===== src/source/scalar_pkg.sv =====
// Shared sizes of the scalar pipeline
// Opcode encoding and instruction field positions
package scalar_pkg;

	//////////////////////////////
	// Datapath and register file
	localparam int data_width      = 16;
	localparam int num_regs        = 8;
	localparam int reg_index_width = 3;

	// Instruction memory
	localparam int imem_depth  = 64;
	localparam int pc_width    = 6;
	localparam int instr_width = 24;

	// Commit stream flow control
	localparam int commit_credits = 4;
	localparam int credit_width   = 3;	// Counts 0 to commit_credits

	//////////////////////////////
	// Instruction word layout
	//   [23:20] opcode   [19:17] destination
	//   [16:14] source 1 [13:11] source 2
	//   [10:8]  spare, written as zero
	//   [7:0]   signed immediate
	localparam int opcode_width = 4;
	localparam int opcode_lsb   = 20;
	localparam int dst_lsb      = 17;
	localparam int src1_lsb     = 14;
	localparam int src2_lsb     = 11;
	localparam int imm_lsb      = 0;
	localparam int imm_width    = 8;

	//////////////////////////////
	// Opcodes
	typedef enum logic [opcode_width-1:0] {
		op_nop  = 4'd0,
		op_add  = 4'd1,
		op_sub  = 4'd2,
		op_and  = 4'd3,
		op_or   = 4'd4,
		op_xor  = 4'd5,
		op_addi = 4'd6,	// src1 plus sign-extended immediate
		op_bnz  = 4'd7,	// Branch relative to own address if src1 nonzero
		op_halt = 4'd8
	} opcode_e;

endpackage


===== src/source/instr_mem.sv =====
// Instruction memory
// Sequential store port with one-cycle acknowledge
// Registered fetch read that holds while fetch is disabled
module instr_mem (
	input  logic                               clock,
	input  logic                               reset,
	input  logic                               store_req,
	input  logic [scalar_pkg::instr_width-1:0] store_instr,
	output logic                               store_ack,
	input  logic                               fetch_en,
	input  logic [scalar_pkg::pc_width-1:0]    fetch_pc,
	output logic [scalar_pkg::instr_width-1:0] fetch_instr
);

	logic [scalar_pkg::instr_width-1:0] mem [scalar_pkg::imem_depth];
	logic [scalar_pkg::pc_width-1:0]    store_ptr;
	logic                               store_fire;

	// Request is still high in the ack cycle, so skip it there
	assign store_fire = store_req && !store_ack;

	// Store pointer and handshake
	always_ff @(posedge clock) begin
		if (reset) begin
			store_ptr <= '0;
			store_ack <= 1'b0;
		end else begin
			store_ack <= store_fire;
			if (store_fire) begin
				store_ptr <= store_ptr + 1'b1;	// Wraps at imem_depth
			end
		end
	end

	// Storage array and fetch read
	always_ff @(posedge clock) begin
		if (store_fire) begin
			mem[store_ptr] <= store_instr;
		end
		if (fetch_en) begin
			fetch_instr <= mem[fetch_pc];
		end
	end

endmodule


===== src/source/issue_ctrl.sv =====
// Issue stage
// Holding register, scoreboard, commit credit counter
// Issue block behind bnz and halt
module issue_ctrl (
	input  logic                                   clock,
	input  logic                                   reset,
	input  logic                                   fetch_valid,
	input  logic [scalar_pkg::instr_width-1:0]     fetch_instr,
	input  logic [scalar_pkg::pc_width-1:0]        fetch_pc,
	input  logic                                   wb_en,
	input  logic [scalar_pkg::reg_index_width-1:0] wb_dst,
	input  logic                                   commit_credit,
	input  logic                                   branch_done,
	output logic                                   issue_stall,
	output logic                                   read_valid,
	output scalar_pkg::opcode_e                    read_op,
	output logic [scalar_pkg::reg_index_width-1:0] read_dst,
	output logic [scalar_pkg::reg_index_width-1:0] read_src1,
	output logic [scalar_pkg::reg_index_width-1:0] read_src2,
	output logic [scalar_pkg::imm_width-1:0]       read_imm,
	output logic [scalar_pkg::pc_width-1:0]        read_pc
);

	logic                                  hold_valid;
	logic                                  hold_spec;	// Fetched behind a bnz or halt
	logic [scalar_pkg::instr_width-1:0]    hold_instr;
	logic [scalar_pkg::num_regs-1:0]       scoreboard;
	logic [scalar_pkg::credit_width-1:0]   credits;
	logic                                  ctrl_block;
	logic                                  hold_live;
	logic                                  writes_reg;
	logic                                  uses_src1;
	logic                                  uses_src2;
	logic                                  is_ctrl;
	logic                                  hazard;
	logic                                  can_issue;
	logic                                  issue;

	//////////////////////////////
	// Field decode
	assign read_op = scalar_pkg::opcode_e'(
		hold_instr[scalar_pkg::opcode_lsb +: scalar_pkg::opcode_width]);
	assign read_dst  = hold_instr[scalar_pkg::dst_lsb +: scalar_pkg::reg_index_width];
	assign read_src1 = hold_instr[scalar_pkg::src1_lsb +: scalar_pkg::reg_index_width];
	assign read_src2 = hold_instr[scalar_pkg::src2_lsb +: scalar_pkg::reg_index_width];
	assign read_imm  = hold_instr[scalar_pkg::imm_lsb +: scalar_pkg::imm_width];

	always_comb begin
		writes_reg = 1'b0;
		uses_src1  = 1'b0;
		uses_src2  = 1'b0;
		case (read_op)
			scalar_pkg::op_add, scalar_pkg::op_sub, scalar_pkg::op_and,
			scalar_pkg::op_or, scalar_pkg::op_xor: begin
				writes_reg = 1'b1;
				uses_src1  = 1'b1;
				uses_src2  = 1'b1;
			end
			scalar_pkg::op_addi: begin
				writes_reg = 1'b1;
				uses_src1  = 1'b1;
			end
			scalar_pkg::op_bnz: uses_src1 = 1'b1;
			default: ;	// nop, halt
		endcase
	end

	assign is_ctrl = (read_op == scalar_pkg::op_bnz) || (read_op == scalar_pkg::op_halt);

	//////////////////////////////
	// Issue decision
	// After a taken branch or halt, fetch_valid drops and the held word is wrong-path
	assign hold_live = hold_valid && !(hold_spec && !ctrl_block && !fetch_valid);

	assign hazard = (uses_src1 && scoreboard[read_src1])
		|| (uses_src2 && scoreboard[read_src2])
		|| (writes_reg && scoreboard[read_dst]);	// WAW

	assign can_issue   = !ctrl_block && !hazard && (!writes_reg || credits != '0);
	assign issue       = hold_live && can_issue;
	assign issue_stall = hold_live && !can_issue;
	assign read_valid  = issue;

	// Holding register payload
	always_ff @(posedge clock) begin
		if (!issue_stall) begin
			hold_instr <= fetch_instr;
			read_pc    <= fetch_pc - 1'b1;	// fetch_pc already points past this word
		end
	end

	always_ff @(posedge clock) begin
		if (reset) begin
			hold_valid <= 1'b0;
			hold_spec  <= 1'b0;
			ctrl_block <= 1'b0;
			scoreboard <= '0;
			credits    <= scalar_pkg::credit_width'(scalar_pkg::commit_credits);
		end else begin
			if (!issue_stall) begin
				hold_valid <= fetch_valid;
				hold_spec  <= ctrl_block || (issue && is_ctrl);
			end else if (!ctrl_block) begin
				hold_spec <= 1'b0;	// Branch fell through, word is kept
			end

			if (branch_done) begin
				ctrl_block <= 1'b0;
			end else if (issue && is_ctrl) begin
				ctrl_block <= 1'b1;
			end

			// Clear before set, WAW check keeps them apart
			if (wb_en) begin
				scoreboard[wb_dst] <= 1'b0;
			end
			if (issue && writes_reg) begin
				scoreboard[read_dst] <= 1'b1;
			end

			case ({issue && writes_reg, commit_credit})
				2'b10:   credits <= credits - 1'b1;
				2'b01:   credits <= credits + 1'b1;
				default: ;	// Both or neither
			endcase
		end
	end

endmodule


===== src/source/pc_unit.sv =====
// Program counter and run state
// Start at address zero, advance, redirect, halt
module pc_unit (
	input  logic                            clock,
	input  logic                            reset,
	input  logic                            run,
	input  logic                            halt_seen,
	input  logic                            issue_stall,
	input  logic                            redirect,
	input  logic [scalar_pkg::pc_width-1:0] redirect_pc,
	output logic                            fetch_en,
	output logic [scalar_pkg::pc_width-1:0] fetch_pc,
	output logic                            fetch_valid,
	output logic                            busy
);

	// Fetch whenever running and issue can take the word
	assign fetch_en = busy && !issue_stall;

	always_ff @(posedge clock) begin
		if (reset) begin
			busy        <= 1'b0;
			fetch_pc    <= '0;
			fetch_valid <= 1'b0;
		end else if (run && !busy) begin
			busy        <= 1'b1;
			fetch_pc    <= '0;
			fetch_valid <= 1'b0;
		end else if (halt_seen) begin
			// Word in flight is past the halt
			busy        <= 1'b0;
			fetch_valid <= 1'b0;
		end else if (redirect) begin
			fetch_pc    <= redirect_pc;
			fetch_valid <= 1'b0;	// Squash wrong-path word
		end else if (fetch_en) begin
			fetch_pc    <= fetch_pc + 1'b1;
			fetch_valid <= 1'b1;
		end
		// Stalled: PC and fetch_valid hold
	end

endmodule


===== src/source/reg_file.sv =====
// Register file
// Eight words, two registered read ports, one write port
module reg_file (
	input  logic                                   clock,
	input  logic                                   reset,
	input  logic [scalar_pkg::reg_index_width-1:0] read_src1,
	input  logic [scalar_pkg::reg_index_width-1:0] read_src2,
	input  logic                                   wb_en,
	input  logic [scalar_pkg::reg_index_width-1:0] wb_dst,
	input  logic [scalar_pkg::data_width-1:0]      wb_data,
	output logic [scalar_pkg::data_width-1:0]      src1_data,
	output logic [scalar_pkg::data_width-1:0]      src2_data
);

	logic [scalar_pkg::data_width-1:0] regs [scalar_pkg::num_regs];

	// Write port, registers start at zero
	always_ff @(posedge clock) begin
		if (reset) begin
			regs <= '{default: '0};
		end else if (wb_en) begin
			regs[wb_dst] <= wb_data;
		end
	end

	// Read ports line up with the execute stage
	// Scoreboard guarantees write-back lands first
	always_ff @(posedge clock) begin
		src1_data <= regs[read_src1];
		src2_data <= regs[read_src2];
	end

endmodule


===== src/source/scalar_alu.sv =====
// Execute stage
// ALU, branch resolution, write-back and commit record
module scalar_alu (
	input  logic                                   clock,
	input  logic                                   reset,
	input  logic                                   read_valid,
	input  scalar_pkg::opcode_e                    read_op,
	input  logic [scalar_pkg::reg_index_width-1:0] read_dst,
	input  logic [scalar_pkg::imm_width-1:0]       read_imm,
	input  logic [scalar_pkg::pc_width-1:0]        read_pc,
	input  logic [scalar_pkg::data_width-1:0]      src1_data,
	input  logic [scalar_pkg::data_width-1:0]      src2_data,
	output logic                                   wb_en,
	output logic [scalar_pkg::reg_index_width-1:0] wb_dst,
	output logic [scalar_pkg::data_width-1:0]      wb_data,
	output logic                                   commit_valid,
	output logic [scalar_pkg::reg_index_width-1:0] commit_dst,
	output logic [scalar_pkg::data_width-1:0]      commit_data,
	output logic                                   redirect,
	output logic [scalar_pkg::pc_width-1:0]        redirect_pc,
	output logic                                   branch_done,
	output logic                                   halt_seen
);

	logic                                   ex_valid;
	scalar_pkg::opcode_e                    ex_op;
	logic [scalar_pkg::reg_index_width-1:0] ex_dst;
	logic [scalar_pkg::imm_width-1:0]       ex_imm;
	logic [scalar_pkg::pc_width-1:0]        ex_pc;
	logic [scalar_pkg::data_width-1:0]      imm_ext;
	logic [scalar_pkg::data_width-1:0]      result;
	logic                                   writes;

	//////////////////////////////
	// Read stage control register
	always_ff @(posedge clock) begin
		if (reset) begin
			ex_valid <= 1'b0;
		end else begin
			ex_valid <= read_valid;
		end
	end

	always_ff @(posedge clock) begin
		ex_op  <= read_op;
		ex_dst <= read_dst;
		ex_imm <= read_imm;
		ex_pc  <= read_pc;
	end

	//////////////////////////////
	// ALU, wraps at 16 bits
	assign imm_ext = {{(scalar_pkg::data_width - scalar_pkg::imm_width){ex_imm[
		scalar_pkg::imm_width-1]}}, ex_imm};

	always_comb begin
		writes = 1'b1;
		case (ex_op)
			scalar_pkg::op_add:  result = src1_data + src2_data;
			scalar_pkg::op_sub:  result = src1_data - src2_data;
			scalar_pkg::op_and:  result = src1_data & src2_data;
			scalar_pkg::op_or:   result = src1_data | src2_data;
			scalar_pkg::op_xor:  result = src1_data ^ src2_data;
			scalar_pkg::op_addi: result = src1_data + imm_ext;
			default: begin
				result = '0;	// No register result
				writes = 1'b0;
			end
		endcase
	end

	//////////////////////////////
	// Write-back, commit and branch outputs
	always_ff @(posedge clock) begin
		if (reset) begin
			wb_en       <= 1'b0;
			redirect    <= 1'b0;
			branch_done <= 1'b0;
			halt_seen   <= 1'b0;
		end else begin
			wb_en       <= ex_valid && writes;
			redirect    <= ex_valid && (ex_op == scalar_pkg::op_bnz) && (src1_data != '0);
			// Halt also releases the issue block
			branch_done <= ex_valid && (ex_op == scalar_pkg::op_bnz
				|| ex_op == scalar_pkg::op_halt);
			halt_seen   <= ex_valid && (ex_op == scalar_pkg::op_halt);
		end
	end

	always_ff @(posedge clock) begin
		wb_dst      <= ex_dst;
		wb_data     <= result;
		redirect_pc <= ex_pc + ex_imm[scalar_pkg::pc_width-1:0];	// Low bits suffice, PC wraps
	end

	// Commit record is the write-back
	assign commit_valid = wb_en;
	assign commit_dst   = wb_dst;
	assign commit_data  = wb_data;

endmodule


===== src/source/scalar_unit.sv =====
// Scalar pipeline top level
// Store port, fetch, issue, register read, execute and commit
module scalar_unit (
	input  logic                                   clock,
	input  logic                                   reset,
	input  logic                                   store_req,
	input  logic [scalar_pkg::instr_width-1:0]     store_instr,
	output logic                                   store_ack,
	input  logic                                   run,
	output logic                                   busy,
	output logic                                   commit_valid,
	output logic [scalar_pkg::reg_index_width-1:0] commit_dst,
	output logic [scalar_pkg::data_width-1:0]      commit_data,
	input  logic                                   commit_credit
);

	// Fetch
	logic                                   fetch_en;
	logic [scalar_pkg::pc_width-1:0]        fetch_pc;
	logic [scalar_pkg::instr_width-1:0]     fetch_instr;
	logic                                   fetch_valid;
	logic                                   issue_stall;

	// Issue to read
	logic                                   read_valid;
	scalar_pkg::opcode_e                    read_op;
	logic [scalar_pkg::reg_index_width-1:0] read_dst;
	logic [scalar_pkg::reg_index_width-1:0] read_src1;
	logic [scalar_pkg::reg_index_width-1:0] read_src2;
	logic [scalar_pkg::imm_width-1:0]       read_imm;
	logic [scalar_pkg::pc_width-1:0]        read_pc;
	logic [scalar_pkg::data_width-1:0]      src1_data;
	logic [scalar_pkg::data_width-1:0]      src2_data;

	// Execute feedback
	logic                                   wb_en;
	logic [scalar_pkg::reg_index_width-1:0] wb_dst;
	logic [scalar_pkg::data_width-1:0]      wb_data;
	logic                                   redirect;
	logic [scalar_pkg::pc_width-1:0]        redirect_pc;
	logic                                   branch_done;
	logic                                   halt_seen;

	instr_mem u_instr_mem (
		.clock       (clock),
		.reset       (reset),
		.store_req   (store_req),
		.store_instr (store_instr),
		.store_ack   (store_ack),
		.fetch_en    (fetch_en),
		.fetch_pc    (fetch_pc),
		.fetch_instr (fetch_instr)
	);

	pc_unit u_pc_unit (
		.clock       (clock),
		.reset       (reset),
		.run         (run),
		.halt_seen   (halt_seen),
		.issue_stall (issue_stall),
		.redirect    (redirect),
		.redirect_pc (redirect_pc),
		.fetch_en    (fetch_en),
		.fetch_pc    (fetch_pc),
		.fetch_valid (fetch_valid),
		.busy        (busy)
	);

	issue_ctrl u_issue_ctrl (
		.clock         (clock),
		.reset         (reset),
		.fetch_valid   (fetch_valid),
		.fetch_instr   (fetch_instr),
		.fetch_pc      (fetch_pc),
		.wb_en         (wb_en),
		.wb_dst        (wb_dst),
		.commit_credit (commit_credit),
		.branch_done   (branch_done),
		.issue_stall   (issue_stall),
		.read_valid    (read_valid),
		.read_op       (read_op),
		.read_dst      (read_dst),
		.read_src1     (read_src1),
		.read_src2     (read_src2),
		.read_imm      (read_imm),
		.read_pc       (read_pc)
	);

	reg_file u_reg_file (
		.clock     (clock),
		.reset     (reset),
		.read_src1 (read_src1),
		.read_src2 (read_src2),
		.wb_en     (wb_en),
		.wb_dst    (wb_dst),
		.wb_data   (wb_data),
		.src1_data (src1_data),
		.src2_data (src2_data)
	);

	scalar_alu u_scalar_alu (
		.clock        (clock),
		.reset        (reset),
		.read_valid   (read_valid),
		.read_op      (read_op),
		.read_dst     (read_dst),
		.read_imm     (read_imm),
		.read_pc      (read_pc),
		.src1_data    (src1_data),
		.src2_data    (src2_data),
		.wb_en        (wb_en),
		.wb_dst       (wb_dst),
		.wb_data      (wb_data),
		.commit_valid (commit_valid),
		.commit_dst   (commit_dst),
		.commit_data  (commit_data),
		.redirect     (redirect),
		.redirect_pc  (redirect_pc),
		.branch_done  (branch_done),
		.halt_seen    (halt_seen)
	);

endmodule


===== config.mk =====
export PLATFORM = sky130hd
export DESIGN_NAME = scalar_unit
export DESIGN_NICKNAME = d
export VERILOG_FILES = /design/src/source/scalar_pkg.sv /design/src/source/instr_mem.sv /design/src/source/issue_ctrl.sv /design/src/source/pc_unit.sv /design/src/source/reg_file.sv /design/src/source/scalar_alu.sv /design/src/source/scalar_unit.sv
export SDC_FILE = /design/constraint.sdc
export NUM_CORES = 2
export LEC_CHECK = 0
export BUFFER_PORTS_ARGS = -buffer_cell sky130_fd_sc_hd__buf_2
export CAP_MARGIN = 15
export CELL_PAD_IN_SITES_DETAIL_PLACEMENT = 1
export CELL_PAD_IN_SITES_GLOBAL_PLACEMENT = 1
export CORE_MARGIN = 3
export CORE_UTILIZATION = 24
export CTS_CLUSTER_SIZE = 16
export DETAILED_ROUTE_END_ITERATION = 8
export PLACE_DENSITY_LB_ADDON = 0.1
export SYNTH_ARGS = -nofsm -noshare
export SYNTH_HDL_FRONTEND = slang
export SYNTH_SLANG_ARGS = --single-unit

===== constraint.sdc =====
create_clock -name clock -period 3.2 [get_ports clock]
set_input_delay 0.64 -clock clock [delete_from_list [all_inputs] [get_ports clock]]
set_output_delay 0.64 -clock clock [all_outputs]
set_load 0.02 [all_outputs]

==> impl_metrics.env <==
export IMPL_status="complete, but fails checks"
export IMPL_violations="negative setup slack"
export IMPL_syn_area_per_cell_um2=18.8
export IMPL_vias=33800
export IMPL_yosys_warnings=0
export IMPL_firstDrtPassIters=7
export IMPL_syn_to_final_growth_pct=21.2
export IMPL_synthesis_nets=3550
export IMPL_finClkSkew_ps=107
export IMPL_first_global_vias=36600
export IMPL_crit_type="reg -> reg"
export IMPL_seq_area_um2=46600
export IMPL_clkTransAtPathRegs_ps=70
export IMPL_synthCells=3456
export IMPL_fillers=27400
export IMPL_layout_setup_ws_ps=-35.1
export IMPL_cts_sinks=1632
export IMPL_crit_path_max_fanout=4
export IMPL_die_w_um=526
export IMPL_drtAntennaViolNets=0
export IMPL_netlist_area_um2=64900
export IMPL_clk_latency_ps=870
export IMPL_viasPerCell=4.49
export IMPL_placedInstanceArea_um2=72300
export IMPL_arrival_ps=3910
export IMPL_slew_limit_headroom_pct=28.2
export IMPL_core_area_um2=269000
export IMPL_multi_input_area_um2=17700
export IMPL_post_place_ws_ps=-439
export IMPL_vdd_drop_max_v=0.000394
export IMPL_synth_edf_count=1392
export IMPL_totalPowerFinal_w=0.0478
export IMPL_fin_area_um2=78700
export IMPL_htreeDepth=4
export IMPL_drcViolationCount=0
export IMPL_layout_min_cycle_time_ps=3240
export IMPL_place_gp_congestion=0.725
export IMPL_drt_iter0_drc=2460
export IMPL_num_io_pins=51
export IMPL_root_buffer="clkbuf_16"
export IMPL_seq_area_frac_synth_pct=71.8
export IMPL_ys_types=65
export IMPL_critPathLaunchType="flop"
export IMPL_leakagePower_nw=24.3
export IMPL_gr_total_overflow=0
export IMPL_die_h_um=526
export IMPL_synth_top_area_share_pct=64.4
export IMPL_place_hpwl_mm=127
export IMPL_final_hold_violation_count=0
export IMPL_powerDensity_nw_per_um2=607
export IMPL_antenna_found_initial=23
export IMPL_hold_ws_ps=187
export IMPL_routed_wl_mm=210
export IMPL_wl_per_cell_um=27.9
export IMPL_worst_slew_pin_slew_ps=1080
export IMPL_portBuffers=47
export IMPL_die_area_um2=277000
export IMPL_setup_worst_path_end_class="flop"
export IMPL_slew_violations=0
export IMPL_fmax_mhz=309
export IMPL_synthFlopType="edfxtp_1"
export IMPL_required_ps=3880
export IMPL_placementRows=190
export IMPL_cts_tree="yes"
export IMPL_timing_final_crit_share_pct=101
export IMPL_grt_max_degree=87
export IMPL_ys_ff_latch=1632
export IMPL_cap_violations=0
export IMPL_grt_pass1_wl_mm=296
export IMPL_grt_total_usage_pct=15.0
export IMPL_yosys_top_cells_area="edfxtp_1 64%, mux4_2 17%, dfxtp_1 7.4%"
export IMPL_clk_path_buf_depth=4
export IMPL_async_flop_share_pct=0
export IMPL_holdPathStages=3
export IMPL_reg2reg_depth=14
export IMPL_numCtsBuffers=197
export IMPL_rsz0062_at_grt="yes"
export IMPL_yosys_area_top_type="edfxtp_1"
export IMPL_setup_violations_final=1
export IMPL_worstHoldPathType="in -> reg"
export IMPL_start_util_pct=24.2
export IMPL_nets=3907
export IMPL_drive_above_1_share_pct=32.1
[cell usage after synthesis, types with 4 or more instances]
cell,instances
xor2_1,15
ha_1,62
clkbuf_1,114
dfxtp_1,240
nor2b_1,24
nor3_1,28
nor2_1,112
or2_2,5
nor4_1,7
o31ai_1,4
nand4_1,9
nand3b_1,12
buf_1,22
a211oi_1,29
a21oi_1,194
edfxtp_1,1392
nand3_1,18
inv_1,52
xnor2_1,12
or3b_2,4
mux4_2,478
and2_1,7
mux2i_1,31
o22ai_1,4
or2_0,4
buf_2,41
clkbuf_2,14
mux2_2,38
o221ai_1,14
nand2b_1,14
o21ai_0,36
a311oi_1,11
a22oi_1,18
a21o_1,6
buf_4,17
nand2_1,320
[area by class of cell]
type / instances / area share (%)
multi-input cells: 1561 / 22.5
clock inverters: 96 / 0.935
flip-flops and latches: 1632 / 59.2
clock buffers: 253 / 6.66
inverters: 52 / 0.248
well taps: 3552 / 5.65
diodes: 12 / 0.0382
repair buffers: 369 / 4.76
[state kept, by name, indices dropped and copies added (netlist names), 4 cells and up]
| register | count |
|---|---|
| u_scalar_alu.redirect_pc | 6 |
| u_reg_file.regs | 128 |
| u_issue_ctrl.read_pc | 6 |
| u_issue_ctrl.scoreboard | 8 |
| u_instr_mem.mem | 1344 |
| u_instr_mem.fetch_instr | 21 |
| u_instr_mem.store_ptr | 6 |
| u_reg_file.src1_data | 16 |
| u_scalar_alu.commit_data | 16 |
| u_scalar_alu.ex_pc | 6 |
| u_scalar_alu.ex_imm | 8 |
| u_reg_file.src2_data | 16 |
| u_pc_unit.fetch_pc | 6 |
| u_issue_ctrl.hold_instr | 21 |
| u_scalar_alu.ex_op | 4 |
[report_power, final]
part / switching, W / internal [W] / total (W)
clock: 0.00891 / 0.0123 / 0.0212
sequential: 0.000154 / 0.0233 / 0.0234
combinational: 0.00180 / 0.00137 / 0.00317
[layer usage]
| metal | GRT usage [%] | part of all wire, % |
|---|---|---|
| met1 | 20.2 | 45 |
| met2 | 25.8 | 50 |
| met5 | 0 | 0.011 |
| met3 | 2.14 | 3.3 |
| met4 | 3.29 | 2.1 |
[layout by cell type (no fill, tap or decap), types with 35 or more instances in the layout]
cell,count
ha_1,56
mux4_2,479
clkinv_1,42
edfxtp_1,1392
buf_4,234
inv_1,49
clkbuf_1,48
clkinv_2,35
nor2_1,49
a21oi_1,186
buf_2,46
clkbuf_16,199
buf_12,87
dfxtp_1,232
nor2_2,54
mux2_2,38
nand2_1,317
[worst max-delay path, stage by stage (launching register included)]
cell and delay (ps):
dfxtp_2 330, or4_4 560, nor4_2 150, buf_4 150, buf_4 110, a21oi_1 70, o22ai_1 210, ha_1 300
a21o_1 190, o32ai_2 240, a21oi_2 100, buf_4 180, a31oi_4 190, xor2_2 170, o221ai_1 140
[cell families (layout without fill, tap and decap cells)]
family,Yosys count,after routing,synth area share (%)
adder cells (fa/ha/maj),65,65,1.29
XOR/XNOR,27,27,0.364
other,0,12,0
flip-flops,1632,1632,71.8
multiplexers,548,548,17.8
AO/OA/AOI/OAI,341,341,3.14
buffers and inverters,263,770,1.76
AND/OR/NAND/NOR,580,580,3.91
[per-stage QoR]
step,utilization (%),setup TNS (ps),instances
finish,29.3,-35.1,7527
global route,29.3,-804,7517
CTS,29.2,-77.9,7511
detailed placement,26.9,-1920,7156
global placement,26.9,-2150,7156
floorplan,-,0,3456
[worst paths after layout]
kind,end,slack (ps),from
max,u_scalar_alu.commit_data[14],-40,u_reg_file.src2_data[1]
min,u_instr_mem.store_ack,190,store_req
max reg2reg,u_scalar_alu.commit_data[14],-40,u_reg_file.src2_data[1]
min reg2reg,u_scalar_alu.commit_dst[1],320,u_scalar_alu.ex_dst[1]
[timing repair]
action,CTS,global route
pin swaps,18,15
setup buffers,6,4
hold buffers,1,0
gates resized for setup,35,26
endpoints found under the setup margin,9,11
endpoints found under the hold margin,3,0
(Power assumes the default switching activity.)
